[src/design/nes_loader_pkg.sv]
/* Shared constants for the cartridge loader: address map, iNES header
   layout and the loader state encoding */

package nes_loader_pkg;

  // Cartridge memory byte address
  localparam int ADDR_W = 22;

  // iNES header length in bytes
  localparam int HEADER_BYTES = 16;

  // CHR region sits in the upper half of the 4 MB space
  localparam logic [ADDR_W-1:0] CHR_BASE = 22'h200000;

  // Page sizes as shift amounts
  localparam int PRG_PAGE_SHIFT = 14; // 16 KB PRG pages
  localparam int CHR_PAGE_SHIFT = 13; // 8 KB CHR pages

  // "NES" followed by 0x1A, byte 0 in the low bits
  localparam logic [31:0] INES_MAGIC = 32'h1A53454E;

  // Mapper flags word width
  // Bits from 0 upward: mapper 8, prg code 3, chr code 3,
  // mirroring 1, chr ram 1, four screen 1, then zero
  localparam int FLAGS_W = 32;

  // Loader sequence
  typedef enum logic [1:0] {
    ST_HEADER = 2'd0, // Taking the 16 header bytes
    ST_PRG    = 2'd1, // Writing PRG ROM from address 0
    ST_CHR    = 2'd2, // Writing CHR ROM from CHR_BASE
    ST_END    = 2'd3  // Done, with or without error
  } load_state_t;

endpackage

[src/design/ines_header_parser.sv]
/* iNES header capture and decode: header validity, page counts and
   the mapper flags word */
`timescale 1ns/100ps

module ines_header_parser (
  input  logic                               clk,
  input  logic                               reset,
  input  logic [7:0]                         in_data,
  input  logic                               capture,          // Take one header byte
  output logic                               header_ok,
  output logic                               last_byte,
  output logic [7:0]                         prg_pages,
  output logic [7:0]                         chr_pages,
  input  logic                               invert_mirroring,
  output logic [nes_loader_pkg::FLAGS_W-1:0] mapper_flags
);

  logic [7:0] ines [0:nes_loader_pkg::HEADER_BYTES-1]; // Raw header bytes
  logic [3:0] idx;       // Next byte slot
  logic       is_nes20;
  logic       is_dirty;
  logic [7:0] mapper;
  logic [2:0] prg_code;
  logic [2:0] chr_code;

  // Smallest n with pages <= 2^n, saturating at 7
  function automatic logic [2:0] size_code(input logic [7:0] pages);
    logic [2:0] code;
    code = 3'd7;
    for (int n = 6; n >= 0; n--) begin
      if (pages <= (8'd1 << n))
        code = 3'(n);
    end
    return code;
  endfunction

  always_ff @(posedge clk) begin
    if (capture)
      ines[idx] <= in_data;
  end

  always_ff @(posedge clk) begin
    if (reset)
      idx <= '0;
    else if (capture)
      idx <= idx + 4'd1; // Wraps after byte 15
  end

  assign last_byte = (idx == 4'(nes_loader_pkg::HEADER_BYTES - 1));

  // Magic in bytes 0..3, trainer flag is byte 6 bit 2
  assign header_ok = ({ines[3], ines[2], ines[1], ines[0]} == nes_loader_pkg::INES_MAGIC)
                     && !ines[6][2];

  assign prg_pages = ines[4]; // 16 KB units
  assign chr_pages = ines[5]; // 8 KB units, zero means CHR RAM

  assign is_nes20 = (ines[7][3:2] == 2'b10);
  // Junk in bytes 8..15 of an old header poisons the high mapper nibble
  assign is_dirty = !is_nes20 && (|{ines[8], ines[9], ines[10], ines[11],
                                    ines[12], ines[13], ines[14], ines[15]});

  assign mapper   = {is_dirty ? 4'b0000 : ines[7][7:4], ines[6][7:4]};
  assign prg_code = size_code(prg_pages);
  assign chr_code = size_code(chr_pages);

  assign mapper_flags = {15'b0,
                         ines[6][3],                    // Four screen
                         (chr_pages == 8'd0),           // CHR RAM
                         ines[6][0] ^ invert_mirroring, // Mirroring
                         chr_code, prg_code, mapper};

endmodule

[src/design/load_byte_counter.sv]
/* Bytes remaining in the current ROM section */
`timescale 1ns/100ps

module load_byte_counter (
  input  logic                              clk,
  input  logic                              reset,
  input  logic                              load,       // New section length
  input  logic [nes_loader_pkg::ADDR_W-1:0] load_bytes,
  input  logic                              dec,        // One byte written
  output logic                              empty
);

  logic [nes_loader_pkg::ADDR_W-1:0] count;

  // Load wins over dec
  always_ff @(posedge clk) begin
    if (reset) begin
      count <= '0;
    end else if (load) begin
      count <= load_bytes;
    end else if (dec && (count != '0)) begin
      count <= count - 1'b1; // Never wraps below zero
    end
  end

  assign empty = (count == '0);

endmodule

[src/design/load_sequencer.sv]
/* Loader FSM: header intake, PRG and CHR sections, done and error */
`timescale 1ns/100ps

module load_sequencer (
  input  logic                              clk,
  input  logic                              reset,
  input  logic                              in_valid,
  output logic                              in_ready,
  output logic                              capture,     // Header byte into parser
  input  logic                              last_byte,
  input  logic                              header_ok,
  input  logic [7:0]                        prg_pages,
  input  logic [7:0]                        chr_pages,
  output logic                              write_start,
  input  logic                              write_busy,
  output logic                              count_load,
  output logic [nes_loader_pkg::ADDR_W-1:0] count_bytes,
  output logic                              section_chr, // Move address to CHR
  input  logic                              empty,
  output logic                              done,
  output logic                              error
);

  nes_loader_pkg::load_state_t state;
  logic                              in_data_phase;
  logic                              header_end;
  logic [nes_loader_pkg::ADDR_W-1:0] prg_ext;
  logic [nes_loader_pkg::ADDR_W-1:0] chr_ext;

  assign in_data_phase = (state == nes_loader_pkg::ST_PRG) ||
                         (state == nes_loader_pkg::ST_CHR);

  // Header accepts every cycle; data waits for the writer and a nonzero count
  assign in_ready = (state == nes_loader_pkg::ST_HEADER) ||
                    (in_data_phase && !write_busy && !empty);

  assign capture     = (state == nes_loader_pkg::ST_HEADER) && in_valid;
  assign header_end  = capture && last_byte;
  assign write_start = in_data_phase && in_valid && in_ready;

  // Page counts to byte counts
  assign prg_ext = {{(nes_loader_pkg::ADDR_W-8){1'b0}}, prg_pages};
  assign chr_ext = {{(nes_loader_pkg::ADDR_W-8){1'b0}}, chr_pages};

  assign section_chr = (state == nes_loader_pkg::ST_PRG) && empty;
  assign count_load  = (header_end && header_ok) || section_chr;
  assign count_bytes = (state == nes_loader_pkg::ST_HEADER) ?
                       (prg_ext << nes_loader_pkg::PRG_PAGE_SHIFT) :
                       (chr_ext << nes_loader_pkg::CHR_PAGE_SHIFT);

  always_ff @(posedge clk) begin
    if (reset) begin
      state <= nes_loader_pkg::ST_HEADER;
      done  <= 1'b0;
      error <= 1'b0;
    end else begin
      case (state)
        nes_loader_pkg::ST_HEADER: begin
          if (header_end) begin
            if (header_ok) begin
              state <= nes_loader_pkg::ST_PRG;
            end else begin
              state <= nes_loader_pkg::ST_END; // Bad magic or trainer
              done  <= 1'b1;
              error <= 1'b1;
            end
          end
        end
        nes_loader_pkg::ST_PRG: begin
          if (empty)
            state <= nes_loader_pkg::ST_CHR; // Counter reloads same edge
        end
        nes_loader_pkg::ST_CHR: begin
          if (empty) begin
            state <= nes_loader_pkg::ST_END;
            done  <= 1'b1;
          end
        end
        default: ; // ST_END holds until reset
      endcase
    end
  end

endmodule

[src/design/wb_byte_writer.sv]
/* Wishbone classic single-byte write master with its address counter */
`timescale 1ns/100ps

module wb_byte_writer (
  input  logic                              clk,
  input  logic                              reset,
  input  logic [7:0]                        in_data,
  input  logic                              write_start,
  input  logic                              section_chr,
  output logic                              write_busy,
  output logic                              byte_done,   // Ack seen, to counter dec
  output logic                              wb_cyc,
  output logic                              wb_stb,
  output logic                              wb_we,
  output logic [nes_loader_pkg::ADDR_W-1:0] wb_adr,
  output logic [7:0]                        wb_dat_o,
  input  logic                              wb_ack
);

  logic                              cyc_q;    // Write in flight
  logic [nes_loader_pkg::ADDR_W-1:0] adr_q;
  logic [7:0]                        dat_q;    // Held byte

  always_ff @(posedge clk) begin
    if (reset) begin
      cyc_q <= 1'b0;
      adr_q <= '0; // PRG starts at zero
    end else if (section_chr) begin
      adr_q <= nes_loader_pkg::CHR_BASE;
    end else if (cyc_q && wb_ack) begin
      cyc_q <= 1'b0;             // Strobe drops the cycle after ack
      adr_q <= adr_q + 1'b1;
    end else if (write_start && !cyc_q) begin
      cyc_q <= 1'b1;
    end
  end

  always_ff @(posedge clk) begin
    if (write_start && !cyc_q)
      dat_q <= in_data;
  end

  assign write_busy = cyc_q;
  assign byte_done  = cyc_q && wb_ack;

  // Write only, so cyc, stb and we move as one
  assign wb_cyc   = cyc_q;
  assign wb_stb   = cyc_q;
  assign wb_we    = cyc_q;
  assign wb_adr   = adr_q;
  assign wb_dat_o = dat_q;

endmodule

[src/design/cart_loader_top.sv]
/* Cartridge loader top: header parser, byte counter, FSM and bus writer */
`timescale 1ns/100ps

module cart_loader_top (
  input  logic                               clk,
  input  logic                               reset,
  input  logic [7:0]                         in_data,
  input  logic                               in_valid,
  output logic                               in_ready,
  input  logic                               invert_mirroring,
  output logic                               wb_cyc,
  output logic                               wb_stb,
  output logic                               wb_we,
  output logic [nes_loader_pkg::ADDR_W-1:0]  wb_adr,
  output logic [7:0]                         wb_dat_o,
  input  logic                               wb_ack,
  output logic [nes_loader_pkg::FLAGS_W-1:0] mapper_flags,
  output logic                               done,
  output logic                               error
);

  logic                              capture;
  logic                              header_ok;
  logic                              last_byte;
  logic [7:0]                        prg_pages;
  logic [7:0]                        chr_pages;
  logic                              write_start;
  logic                              write_busy;
  logic                              byte_done;
  logic                              count_load;
  logic [nes_loader_pkg::ADDR_W-1:0] count_bytes;
  logic                              section_chr;
  logic                              empty;

  ines_header_parser ines_header_parser_i (
    .clk, .reset, .in_data, .capture, .header_ok, .last_byte,
    .prg_pages, .chr_pages, .invert_mirroring, .mapper_flags
  );

  load_byte_counter load_byte_counter_i (
    .clk, .reset, .load(count_load), .load_bytes(count_bytes),
    .dec(byte_done), .empty
  );

  load_sequencer load_sequencer_i (
    .clk, .reset, .in_valid, .in_ready, .capture, .last_byte, .header_ok,
    .prg_pages, .chr_pages, .write_start, .write_busy, .count_load,
    .count_bytes, .section_chr, .empty, .done, .error
  );

  wb_byte_writer wb_byte_writer_i (
    .clk, .reset, .in_data, .write_start, .section_chr, .write_busy,
    .byte_done, .wb_cyc, .wb_stb, .wb_we, .wb_adr, .wb_dat_o, .wb_ack
  );

endmodule

[config.mk]
export PLATFORM = sky130hd
export DESIGN_NAME = cart_loader_top
export DESIGN_NICKNAME = d
export VERILOG_FILES = /design/src/design/nes_loader_pkg.sv /design/src/design/ines_header_parser.sv /design/src/design/load_byte_counter.sv /design/src/design/load_sequencer.sv /design/src/design/wb_byte_writer.sv /design/src/design/cart_loader_top.sv
export SDC_FILE = /design/constraint.sdc
export NUM_CORES = 1
export LEC_CHECK = 0
export BUFFER_PORTS_ARGS = -buffer_cell sky130_fd_sc_hd__buf_2
export CORE_MARGIN = 1.5
export CORE_UTILIZATION = 53
export CTS_BUF_LIST = sky130_fd_sc_hd__clkbuf_16
export CTS_CLUSTER_DIAMETER = 120
export CTS_CLUSTER_SIZE = 28
export DETAILED_ROUTE_END_ITERATION = 10
export PLACE_DENSITY = 0.82
export REMOVE_ABC_BUFFERS = 1
export SYNTH_ARGS = -nofsm -noshare
export SYNTH_HDL_FRONTEND = slang
export SYNTH_HIERARCHICAL = 1
export SYNTH_SLANG_ARGS = --single-unit
[constraint.sdc]
create_clock -name clk -period 2.58 [get_ports clk]
set_clock_uncertainty 0.15 [all_clocks]
set_input_delay 0.516 -clock clk [delete_from_list [all_inputs] [get_ports clk]]
set_output_delay 0.516 -clock clk [all_outputs]
set_load 0.01 [all_outputs]
Word-level counts from Yosys, hierarchy flattened
Memories as Yosys holds them, arrays and structs flattened.
Cells that the tools add are included.
{"block": "totals", "regBits": 61, "ramBits": 128, "input_bits": 13, "output_inout_bits": 68, "word_cells": 107, "memories": 1}
{"name": "ines_header_parser_i.ines", "depth": 16, "width": 8, "rd": 16, "rd_clocked_by_memory_dff": 0, "write_ports": 1, "line": "ines_header_parser.sv:18", "text": "logic [7:0] ines [0:nes_loader_pkg::HEADER_BYTES-1];"}
{"block": "op_classes", "add_sub_neg": 3, "n_lt_le_gt_ge": 14, "eq_ne": 9, "n_mux": 33, "bitwise": 3, "reduce_logical": 35}
{"cell": "22-bit two-way mux", "count": 5}
{"cell": "64-bit OR reduction", "count": 1}
{"cell": "32-bit by 29-bit == test with 1-bit output, second input constant", "count": 1}
{"cell": "3-bit two-way mux", "count": 8}
{"cell": "22-bit by 1-bit adder with 22-bit output, second input constant", "count": 1}
{"cell": "22-bit logical NOT", "count": 1}
{"cell": "22-bit nonzero test", "count": 1}
{"cell": "22-bit by 1-bit subtractor with 22-bit output, second input constant", "count": 1}
{"cell": "8-bit by 1-bit <= comparator with 1-bit output, second input constant", "count": 2}
{"cell": "8-bit by 2-bit <= comparator with 1-bit output, second input constant", "count": 2}
{"cell": "8-bit by 3-bit <= comparator with 1-bit output, second input constant", "count": 2}
{"cell": "8-bit by 4-bit <= comparator with 1-bit output, second input constant", "count": 2}
{"cell": "8-bit by 5-bit <= comparator with 1-bit output, second input constant", "count": 2}
{"cell": "8-bit by 6-bit <= comparator with 1-bit output, second input constant", "count": 2}
{"cell": "8-bit by 7-bit <= comparator with 1-bit output, second input constant", "count": 2}
{"cell": "2-bit two-way mux", "count": 8}
{"cell": "1-bit logical AND", "count": 13}
{"cell": "1-bit two-way mux", "count": 9}
{"cell": "8-bit logical NOT", "count": 1}
{"cell": "4-bit AND reduction", "count": 2}
{"cell": "2-bit nonzero test", "count": 4}
{"cell": "2-bit by 1-bit inequality test with 1-bit output, second input constant", "count": 3}
{"cell": "2-bit one-hot mux with 3 select lines", "count": 1}
{"cell": "4-bit by 1-bit adder with 4-bit output, second input constant", "count": 1}
{"cell": "15 further kinds", "count": 22}

Depth between registers and ports, before layout
Gate-level depths: netlist of run 1.
{"block": "depth", "word_depth": 9, "depth_mapped": 10, "mapped_depth_nobuf": 9}

By module
The synthesis of run 1 kept the hierarchy.
{"mod": "ines_header_parser", "n_inst": 1, "cells_per_inst": 272, "area_each_um2": 4755.8, "seq_area_each_um2": 3833.7}
{"mod": "load_byte_counter", "n_inst": 1, "cells_per_inst": 156, "area_each_um2": 1326.3, "seq_area_each_um2": 440.4}
{"mod": "wb_byte_writer", "n_inst": 1, "cells_per_inst": 134, "area_each_um2": 1320.0, "seq_area_each_um2": 700.7}
{"mod": "load_sequencer", "n_inst": 1, "cells_per_inst": 58, "area_each_um2": 513.0, "seq_area_each_um2": 80.1}

Worst setup path after synthesis of run 1
No wires, ideal clock.
{"block": "synth_path", "kind": "flip-flop to flip-flop", "startpoint": "register load_byte_counter_i/count[16] (netlist bit)", "endpoint": "register wb_byte_writer_i.adr_q, in the netlist wb_byte_writer_i/wb_adr[0]", "setup_time_ps": 128, "t_arrival_ps": 2536, "required_time_ps": 2302, "setup_slack_ps": -233, "path_stages_with_launch": 9, "n_path_buf": 2, "synth_period_minus_slack_ps": 2813, "path_cell_list": "dfxtp_1 or3_4 or4_4 nor3_1 and2_1 or2_2 clkbuf_1 buf_1 nor2_1"}
{"block": "synth_via", "elab_chain_len": 3}
{"item": "start: declaration", "line": "load_byte_counter.sv:13", "text": "logic [nes_loader_pkg::ADDR_W-1:0] count;"}
{"item": "start signal: assignment", "line": "load_byte_counter.sv:20", "text": "count <= load_bytes;"}
{"item": "start signal: assignment", "line": "load_byte_counter.sv:22", "text": "count <= count - 1'b1;"}
{"item": "22-bit logical NOT", "line": "load_byte_counter.sv:26", "text": "assign empty = (count == '0);"}
{"item": "via empty", "line": "cart_loader_top.sv:33", "text": "logic empty;"}
{"item": "1-bit logical AND", "line": "load_sequencer.sv:45", "text": "assign section_chr = (state == nes_loader_pkg::ST_PRG) && empty;"}
{"item": "via section_chr", "line": "cart_loader_top.sv:32", "text": "logic section_chr;"}
{"item": "2-bit OR reduction (no source line)"}
{"item": "end signal: assignment", "line": "wb_byte_writer.sv:29", "text": "adr_q <= nes_loader_pkg::CHR_BASE;"}
{"item": "end signal: assignment", "line": "wb_byte_writer.sv:32", "text": "adr_q <= adr_q + 1'b1;"}
{"item": "end: declaration", "line": "wb_byte_writer.sv:21", "text": "logic [nes_loader_pkg::ADDR_W-1:0] adr_q;"}
The timed path passes the listed nets, and every way through them passes these cells.
A chain may end at the register's enable or synchronous reset.

Worst setup path in the final report of run 1
{"block": "layout_path", "startpoint": "register load_byte_counter_i/count[16] (netlist bit)", "endpoint": "output in_ready"}
{"block": "layout_via", "elab_chain_len": 4}
{"item": "22-bit logical NOT", "line": "load_byte_counter.sv:26"}
{"item": "via empty", "line": "cart_loader_top.sv:33"}
{"item": "1-bit logical NOT", "line": "load_sequencer.sv:35", "text": "(in_data_phase && !write_busy && !empty);"}
{"item": "1-bit logical AND", "line": "load_sequencer.sv:35"}
{"item": "1-bit logical OR", "line": "load_sequencer.sv:34", "text": "assign in_ready = (state == nes_loader_pkg::ST_HEADER) ||"}
{"item": "end: declaration", "line": "cart_loader_top.sv:9", "text": "output logic in_ready,"}
The timed path passes the listed nets, and every way through them passes these cells.

==> impl_summary.md, run 1 <==
Global route
For this run, the total global-route usage over all layers was measured as 0.209. The global route total overflow is 0. The initial antenna violation count is 0.

Entering global routing, the biggest net connects 37 pins. The via count of the first global-routing pass is slightly above 5k. The first-pass GRT wire length is around 26000 µm.

Power
The analysis attributes to cell leakage a power of 3.34 nW. In this run the power spent charging and discharging nets is 3.25 mW. The internal portion of the total power is roughly 6.6 mW. The worst ir drop on vdd is 0.630 mV. Of the total power, the share spent switching nets is 0.330.

The overall power of the completed layout is approximately 9.8 mW. The power density over cell area is 1030 nW/µm². The relative contribution of sequential cells to total power is 0.377. The logic gate share of total power is 0.353. The clock share of power is 0.271.

Setup path
The destination of the worst register-to-register timing path is load_byte_counter_i/count[1]$_SDFFE_PP0P_. The signal on the critical path passes through or3_4 -> or4_4 -> nor3_4 -> buf_6 -> o31ai_1 -> buf_2. The startpoint identified for the worst register-to-register timing path is ines_header_parser_i/ines[2][7]$_DFFE_PP_.

The logic depth of the worst path, buffers included is 6. The classification of the worst setup path is reg2out. The slack of the worst reg-to-reg path is -0.01 ns.

In this run the worst path has a maximum fanout of 4. The startpoint of the worst setup timing path is load_byte_counter_i/count[16]$_SDFFE_PP0P_. Among all stages on the critical path, the largest delay is contributed by sky130_fd_sc_hd__or4_4. STA puts the critical path data required time at about 1.9 ns. The number of buffers and inverters on the critical path is 2.

The stage delay of the slowest cell on the critical path is 0.45 ns. The worst register-to-register path has a depth of 9. The worst setup path endpoint is in_ready. The worst setup path is captured at a primary output. For the worst setup path, the data arrival time is 2.15 ns. STA classifies the critical path startpoint as a flip-flop.

The cell class contributing the biggest share of worst-path delay is simple AND/OR/NAND/NOR gates.

Synthesis
The synthesized design contains 186 register bits. The Yosys step of the flow raised 6 warnings. The gate count of the mapped netlist is between 600 and 700. The mean instance size in the synthesized netlist is 12.8 µm². In the post-synthesis netlist, the biggest area contributors are sky130_fd_sc_hd__edfxtp_1 50%, sky130_fd_sc_hd__dfxtp_1 13%, sky130_fd_sc_hd__buf_4 3.4%. The area fraction of the dominant cell type after synthesis is 0.505. The number of enable-type register cells in the synthesized netlist is 133. The portion of the post-synthesis area used by sequential elements is 0.639.

The largest area contributor in the synthesized netlist is sky130_fd_sc_hd__edfxtp_1. Counting flops with an async set or reset pin after synthesis yields a share of 0. The most frequently used flop master after synthesis is sky130_fd_sc_hd__edfxtp_1. The mapped netlist covers between 7000 and 8000 µm². The count of unique library cells instantiated by Yosys is 73.

STA
The period utilization is 1.09. The final count of hold timing violations was 0. At the pin with the least slew margin, the transition time is 0.728 ns. Setup repair after global routing could not meet its margin everywhere.

The count of pins over their slew limit came to 0. Setup violations remaining at the end of the flow were counted as 9. The minimum clock period after layout is 2.82 ns. Setup slack on the critical path of the routed design comes to -0.238 ns. The normalized max-slew margin is 0.510. The setup total negative slack is -0.456 ns. Timing would allow up to ~0.35 GHz.

Placement
During placement, the flow inserted port buffers numbering 65. The placed instances occupy a cell area of 8400 µm². Timing analysis after detailed placement gives a worst setup slack of -0.0791 ns. The last weighted congestion value of the routability-driven placer is 0.844.

The placed wire-length estimate after detailed placement is 10300 µm.

Drt
The first detailed-routing pass took 7 iterations. The total number of vias is approximately 5.5k. The detailed-routing wirelength on met1 is 7140 µm. The DRC violation count after routing is 0.

After detailed routing, the number of vias per cell comes to 5.93. The detail-routed net length per standard cell is 19.0 µm. Wires add up to 17500 µm.

The met3 wire length is 988 µm. The detailed router's first-iteration violation count is 392. After detailed routing, the met2 layer carries 8990 µm of wire. The highest metal layer used by the detailed router is met4.

The final antenna-violating net count is 0.

Die
Row generation in the floorplan step produced 44 rows. In this run the standard cell core region covers 14500 µm². The vertical extent of the die is between 100 and 150 µm. The number of I/O pins is between 80 and 90.

The initial utilization of the core area, before any placement, comes to 0.545. Measured along the x axis, the die boundary spans about 130 µm. The floorplan die area is 15700 µm².

Cells and area
After routing the design area is approximately 9600 µm². Leaving out fill and tap cells, the most frequent cells in the layout are 133 x sky130_fd_sc_hd__edfxtp_1, 65 x sky130_fd_sc_hd__buf_2, 53 x sky130_fd_sc_hd__dfxtp_1. In the final layout, the share of cells above drive strength 1 is 0.293. At the end of the flow, the number of nets in the layout was 746. The most frequent standard cell in the layout excluding fill and tap cells is sky130_fd_sc_hd__edfxtp_1. The number of antenna diodes in the final layout is 0. The area growth from synthesis to final layout is 20.7%.

Status
The run finished, with violations left. The checks that failed: negative setup slack.

Clocking
The later pin in the worst-skew pair is clocked with a latency of 0.43 ns. The hold buffer count at CTS is 0. CTS placed an instance of sky130_fd_sc_hd__clkbuf_16 at the clock tree root. The CTS tree is built. The number of buffers created by CTS is 17.

The maximum clock insertion buffer count is 2. The clock net sink count is 186. After clock tree synthesis, the clock-pin slew on the worst setup and hold paths is 0.06 ns.

The H-tree depth is 4.

Worst hold path
The path class of the tightest hold or removal check is reg2reg. The count of cells along the worst hold path is 1.

Run
The tool flagged a number of max-cap violations equal to 0.
==> layout make-up <==
class                   instances  area (µm²)
clock buffers                  17         425
flip-flops and latches        186        5050
clock inverters                15         190
fillers                       978        4980
inverters                      19        78.8
well taps                     184         230
repair buffers                110         776
multi-input cells             389        2800
==> power groups by stage <==
stage	registers, mW	clock network [mW]	logic (mW)
2_1_floorplan	3.74	0	1.61
3_3_place_gp	3.73	0	2.58
3_5_place_dp	3.75	0	2.65
4_1_cts	3.69	2.70	2.81
5_1_grt	3.73	2.82	3.66
6_report	3.70	2.66	3.47
==> timing repair <==
action,CTS,global route
buffers inserted,9,6
resized for setup,12,58
pin swaps,8,9
cloned,0,7
setup endpoints to repair,30,38
==> through the flow <==
| stage | hold slack [ns] | std cells | utilization |
|---|---|---|---|
| final | 0.349 | 920 | 0.657 |
| after floorplan | 0.317 | 594 | - |
| after CTS | 0.315 | 907 | 0.629 |
| after detailed placement | 0.335 | 866 | 0.578 |
| after global placement | 0.313 | 866 | 0.578 |
| after global routing | 0.371 | 920 | 0.657 |
==> synthesized netlist by cell type (3+ instances only) <==
library cell and number:
sky130_fd_sc_hd__a211oi_1 10, sky130_fd_sc_hd__a21oi_1 24, sky130_fd_sc_hd__a311oi_1 8, sky130_fd_sc_hd__a31oi_1 4, sky130_fd_sc_hd__and2_1 20, sky130_fd_sc_hd__and3_1 5
sky130_fd_sc_hd__buf_2 3, sky130_fd_sc_hd__buf_4 36, sky130_fd_sc_hd__clkbuf_1 8, sky130_fd_sc_hd__dfxtp_1 53, sky130_fd_sc_hd__edfxtp_1 133, sky130_fd_sc_hd__ha_1 10
sky130_fd_sc_hd__inv_1 18, sky130_fd_sc_hd__mux2_2 8, sky130_fd_sc_hd__mux2i_1 6, sky130_fd_sc_hd__nand2_1 20, sky130_fd_sc_hd__nand3_1 9, sky130_fd_sc_hd__nand4_1 14
sky130_fd_sc_hd__nor2_1 54, sky130_fd_sc_hd__nor2b_1 8, sky130_fd_sc_hd__nor3_1 13, sky130_fd_sc_hd__nor3b_1 3, sky130_fd_sc_hd__nor4_1 25, sky130_fd_sc_hd__nor4b_1 4
sky130_fd_sc_hd__o21ai_0 12, sky130_fd_sc_hd__o31ai_1 7, sky130_fd_sc_hd__o41ai_1 4, sky130_fd_sc_hd__or2_2 4, sky130_fd_sc_hd__or3_1 11, sky130_fd_sc_hd__or4_1 9
sky130_fd_sc_hd__xnor2_1 17, sky130_fd_sc_hd__xor2_1 9
==> state kept, by name (all words and copies together) (netlist names) <==
register                   flops
wb_byte_writer_i/wb_adr       22
ines_header_parser_i/idx       4
load_byte_counter_i/count     22
wb_byte_writer_i/wb_cyc        1
load_sequencer_i/state         2
ines_header_parser_i/ines    125
load_sequencer_i/error         1
load_sequencer_i/done          1
wb_byte_writer_i/wb_dat_o      8
==> worst min path at each step <==
stage	startpoint	to	slack (ns)
global placement	load_sequencer_i/done$_SDFFE_PP0P_	load_sequencer_i/done$_SDFFE_PP0P_	0.31
global route	in_valid	load_sequencer_i/error$_SDFFE_PP0P_	0.37
CTS	in_valid	load_sequencer_i/error$_SDFFE_PP0P_	0.31
floorplan	load_byte_counter_i/count[15]$_SDFFE_PP0P_	load_byte_counter_i/count[15]$_SDFFE_PP0P_	0.32
detailed placement	load_sequencer_i/done$_SDFFE_PP0P_	load_sequencer_i/done$_SDFFE_PP0P_	0.33
finish	load_sequencer_i/done$_SDFFE_PP0P_	load_sequencer_i/done$_SDFFE_PP0P_	0.35
==> per-layer routing <==
layer  track usage  vias up
met2         0.364      205
met3        0.0419       32
met1         0.255     2718
met4        0.0836        0
li1              -     2497
met5             0        -
==> logic make-up after synthesis <==
logic type                 share of synthesized area
other                                       0.000949
DFF                                            0.639
AOI/OAI and AO/OA                             0.0836
xor gates and xnor gates                      0.0288
adders and majority gates                     0.0158
and+or+nand+nor                                0.158
muxes                                         0.0209
buffers and inverters                         0.0537
(Power assumes the default switching activity.)
==> inputs of run 2 (changes only) <==
Settings changed: ABC_AREA set to 1, CORE_MARGIN 1.5 to not set, CORE_UTILIZATION 53 to 54, PLACE_DENSITY 0.82 to 0.83.
==> run 2 against run 1 <==
  * The run now ends clean
  * Die area up 4.8%
  * Sequential power about the same
  * First-iteration DRC count down 3.1%
  * Clock power down 11%
  * Register-to-register slack better by 0.27 ns
  * Clock-buffer cell count unchanged
  * Sequential share of layout area down 0.75 points
  * Final area up 1.4%
  * Wire length down 4.5%
  * Via count up 16%
  * Maximum frequency up 12%
  * Highest routed layer unchanged
==> impl_summary.md, run 2 <==
Status
The flow ran to the end, and the final reports show no timing, DRC or antenna violations.

Cells and area
The library cell used most frequently in the layout, excluding fill and tap cells, is sky130_fd_sc_hd__nand2_1. ines_header_parser_i/ines holds more flip-flops than any other register. The fraction of the core area covered by cells at the end of the flow is 0.630.

Relative to the synthesized area, the layout overhead comes to 12.7%. The register with the most flip-flops in the layout has 125 of them. The number of antenna cells inserted is 0. Counting the fill cells in the layout gives between 1k and 1.5k. In the layout the commonest cells are 214 x sky130_fd_sc_hd__nand2_1, 176 x sky130_fd_sc_hd__nor2_1, 133 x sky130_fd_sc_hd__edfxtp_1. The share of post-route cells with drive strength above 1 is 0.171. The count of nets after finishing is 1043.

STA
Setup repair after global routing could not meet its margin everywhere. The period utilization is 0.973. The measured slew at the worst slew-check pin is about 0.52 ns. Setup violations remaining at the end of the flow were counted as 0. Derived from the worst setup path, the maximum achievable clock frequency is approximately 0.4 GHz. The final count of hold timing violations is 0. The count of pins over their slew limit is 0. The worst path in the final design needs a cycle of 2.51 ns, including I/O delays and setup. The normalized max-slew margin is 0.651. The minimum setup slack in the final design is 0.0684 ns.

Synthesis
The fraction of registers with async set/reset is 0. The number of flip-flops and latches in the synthesized netlist is 186. Among all flip-flop cells after synthesis, the most frequent one is sky130_fd_sc_hd__edfxtp_1.

The gate count of the mapped netlist is 933. The cell area after technology mapping is between 8000 and 9000 µm². The warning count from the yosys run is 6. The mean instance size in the synthesized netlist is 9.21 µm². The number of enable-type register cells in the synthesized netlist is 133. The largest area contributor in the synthesized netlist is sky130_fd_sc_hd__edfxtp_1. The most frequent cell after synthesis is sky130_fd_sc_hd__nand2_1. In the post-synthesis netlist, the biggest area contributors are sky130_fd_sc_hd__edfxtp_1 46%, sky130_fd_sc_hd__dfxtp_1 12%, sky130_fd_sc_hd__nand2_1 9.3%. Ranked by instance count, the synthesized netlist is headed by 214 x sky130_fd_sc_hd__nand2_1, 180 x sky130_fd_sc_hd__nor2_1, 133 x sky130_fd_sc_hd__edfxtp_1. The portion of the post-synthesis area used by sequential elements is 0.588. The area fraction of the dominant cell type after synthesis is 0.465. The count of unique library cells instantiated by Yosys is 41.

Power
Cell internal power was estimated by the tool at around 6.3 mW. The power density over cell area is 1090 nW/µm². The leakage dissipation is 3.90 nW. Of the total power, the clock network draws 0.225. The logic gate share of total power is 0.421. Of the total power, the share spent switching nets is 0.404. IR analysis of the VDD net gives a maximum drop of about 0.77 mV. The analysis attributes to net switching a power of 4.26 mW. Of the total power, registers draw 0.354.

Setup path
STA puts the critical path data required time at 1.91 ns. Setup slack on the worst reg-to-reg path comes out at 0.26 ns. The biggest fanout along the worst timing path is 4. The worst register-to-register path begins at ines_header_parser_i/ines[3][0]$_DFFE_PP_. Counting cells, the worst reg-to-reg path comes to 12. The worst setup path is launched from a flip-flop. The destination of the worst register-to-register timing path is load_byte_counter_i/count[20]$_SDFFE_PP0P_. The classification of the worst setup path is reg2out. The critical path starts at ines_header_parser_i/ines[11][5]$_DFFE_PP_. The worst setup path endpoint is mapper_flags[4]. The worst setup path is captured at a primary output.

At the worst endpoint, the arrival time is between 1.5 and 2 ns.

Global route
Across every metal layer, demand over resource in global routing totals 0.216. The initial antenna violation count came to 0. The first-pass GRT wire length is 27100 µm.

The largest net degree at the start of global routing is 29. Global routing finished with a remaining overflow of 0. The via count of the first global-routing pass is 5815.

Die
The floorplan has 45 rows. 81 I/O pins were placed. The floorplan step defined a die boundary enclosing 16400 µm². The placeable core area is 15400 µm². For this configuration, the core starts out at a cell density of 0.559. The die extent in x is 128 µm. The vertical extent of the die is 128 µm.

Drt
The detailed router's first-iteration violation count is 380. The routed wire length is approximately 17000 µm. In this run the remaining antenna-violating nets after routing total 0. In the routed design, unresolved DRC markers number 0. The total number of vias is 6347.

The number of detailed-route iterations in the first pass is 5. The detail-routed net length per standard cell is 13.4 µm. Using the TritonRoute via totals, the vias-per-cell ratio works out to between 5 and 6.

Clocking
For this design, the sink count on the clock tree is 186. In this run, post-CTS hold repair placed 0 buffers. In this run, CTS created clock tree buffers numbering 17. The clock transition at the registers of the reported paths is 0.07 ns. The H-tree generated during clock tree synthesis spans 4 levels. The tree is rooted in a sky130_fd_sc_hd__clkbuf_16. For the worst-skew pair, the clock arrives at the later sink with an insertion delay of 0.43 ns. The CTS tree is built.

The maximum clock insertion buffer count is 2.

Placement
The number of input and output port buffers inserted is 65. The last weighted congestion value of the routability-driven placer is 0.840. The placed wire-length estimate after detailed placement is 10900 µm.

The setup slack after placement is 0.0275 ns.

Run
Across the run, the number of max-cap violations was 0.

Worst hold path
The type of the most critical hold path is reg2reg. Counting instances, the worst hold path has a depth of 2.
==> run 2: changes by cell type after synthesis, sizes merged, moves of 17 or more <==
cell,delta
nor2,+141
nand3,+43
xnor2,-17
nor4,-23
a21oi,+18
nand2,+210
inv,+72
and2,-20
==> run 2: kinds of logic after synthesis <==
group,synth area share
flip-flops,0.588
other,0.000874
AND/OR/NAND/NOR,0.259
XOR/XNOR,0.00917
AO/OA/AOI/OAI,0.0477
buffers and inverters,0.0807
adder cells (fa/ha/maj),0.0146
==> run 2: area by class of cell <==
type	count	area, µm²	share of cell area
well taps	211	264	0.0273
multi-input cells	633	2970	0.306
repair buffers	90	513	0.0530
clock inverters	14	118	0.0121
flip-flops and latches	186	5050	0.522
inverters	92	348	0.0359
clock buffers	17	425	0.0439
==> run 2: critical path, cell delays in order (launching register included) <==
cell and delay [ns]:
sky130_fd_sc_hd__edfxtp_1 0.38, sky130_fd_sc_hd__nor2_1 0.19, sky130_fd_sc_hd__nand2_1 0.08, sky130_fd_sc_hd__nor2_1 0.12, sky130_fd_sc_hd__nand2_1 0.07, sky130_fd_sc_hd__nor2_1 0.11
sky130_fd_sc_hd__nand2_1 0.12, sky130_fd_sc_hd__a21oi_1 0.19, sky130_fd_sc_hd__buf_2 0.16
==> run 2: layer usage <==
| metal | share of wire | track usage | up-vias |
|---|---|---|---|
| met2 | 0.47 | 0.347 | 212 |
| met5 | 0 | 0 | - |
| met4 | 0.022 | 0.0913 | 0 |
| met3 | 0.067 | 0.0559 | 42 |
| li1 | - | - | 3155 |
| met1 | 0.44 | 0.279 | 2938 |
==> run 2: stage by stage <==
stage / instances / power [mW] / instance area (µm²) / TNS [ns] / hold WS (ns)
2_1_floorplan: 911 / 7.01 / 8350 / -10.46 / 0.293
3_3_place_gp: 1210 / 7.92 / 9110 / 0 / 0.288
3_5_place_dp: 1210 / 7.99 / 9110 / 0 / 0.302
4_1_cts: 1241 / 10.4 / 9650 / 0 / 0.322
5_1_grt: 1243 / 11.3 / 9690 / -0.0859 / 0.342
6_report: 1243 / 10.6 / 9690 / 0 / 0.317
==> run 2: how the worst min path moves through the flow <==
stage | startpoint | end
2_1_floorplan | load_byte_counter_i/count[0]$_SDFFE_PP0P_ | load_byte_counter_i/count[0]$_SDFFE_PP0P_
3_3_place_gp | load_sequencer_i/done$_SDFFE_PP0P_ | load_sequencer_i/done$_SDFFE_PP0P_
3_5_place_dp | load_sequencer_i/done$_SDFFE_PP0P_ | load_sequencer_i/done$_SDFFE_PP0P_
4_1_cts | load_sequencer_i/done$_SDFFE_PP0P_ | load_sequencer_i/done$_SDFFE_PP0P_
5_1_grt | in_data[1] | ines_header_parser_i/ines[14][1]$_DFFE_PP_
6_report | load_byte_counter_i/count[0]$_SDFFE_PP0P_ | load_byte_counter_i/count[0]$_SDFFE_PP0P_
==> run 2: power by group through the flow <==
stage / combinational, mW / clock [mW] / sequential, mW
finish: 4.44 / 2.38 / 3.73
global route: 5.00 / 2.53 / 3.77
CTS: 4.28 / 2.41 / 3.72
detailed placement: 4.21 / 0 / 3.78
global placement: 4.15 / 0 / 3.77
floorplan: 3.24 / 0 / 3.77
==> run 2: timing repair <==
item                       in CTS  in global routing
hold endpoints to repair        0                  0
setup endpoints to repair       0                 33
resized for setup               0                  9
setup buffers                   0                  2
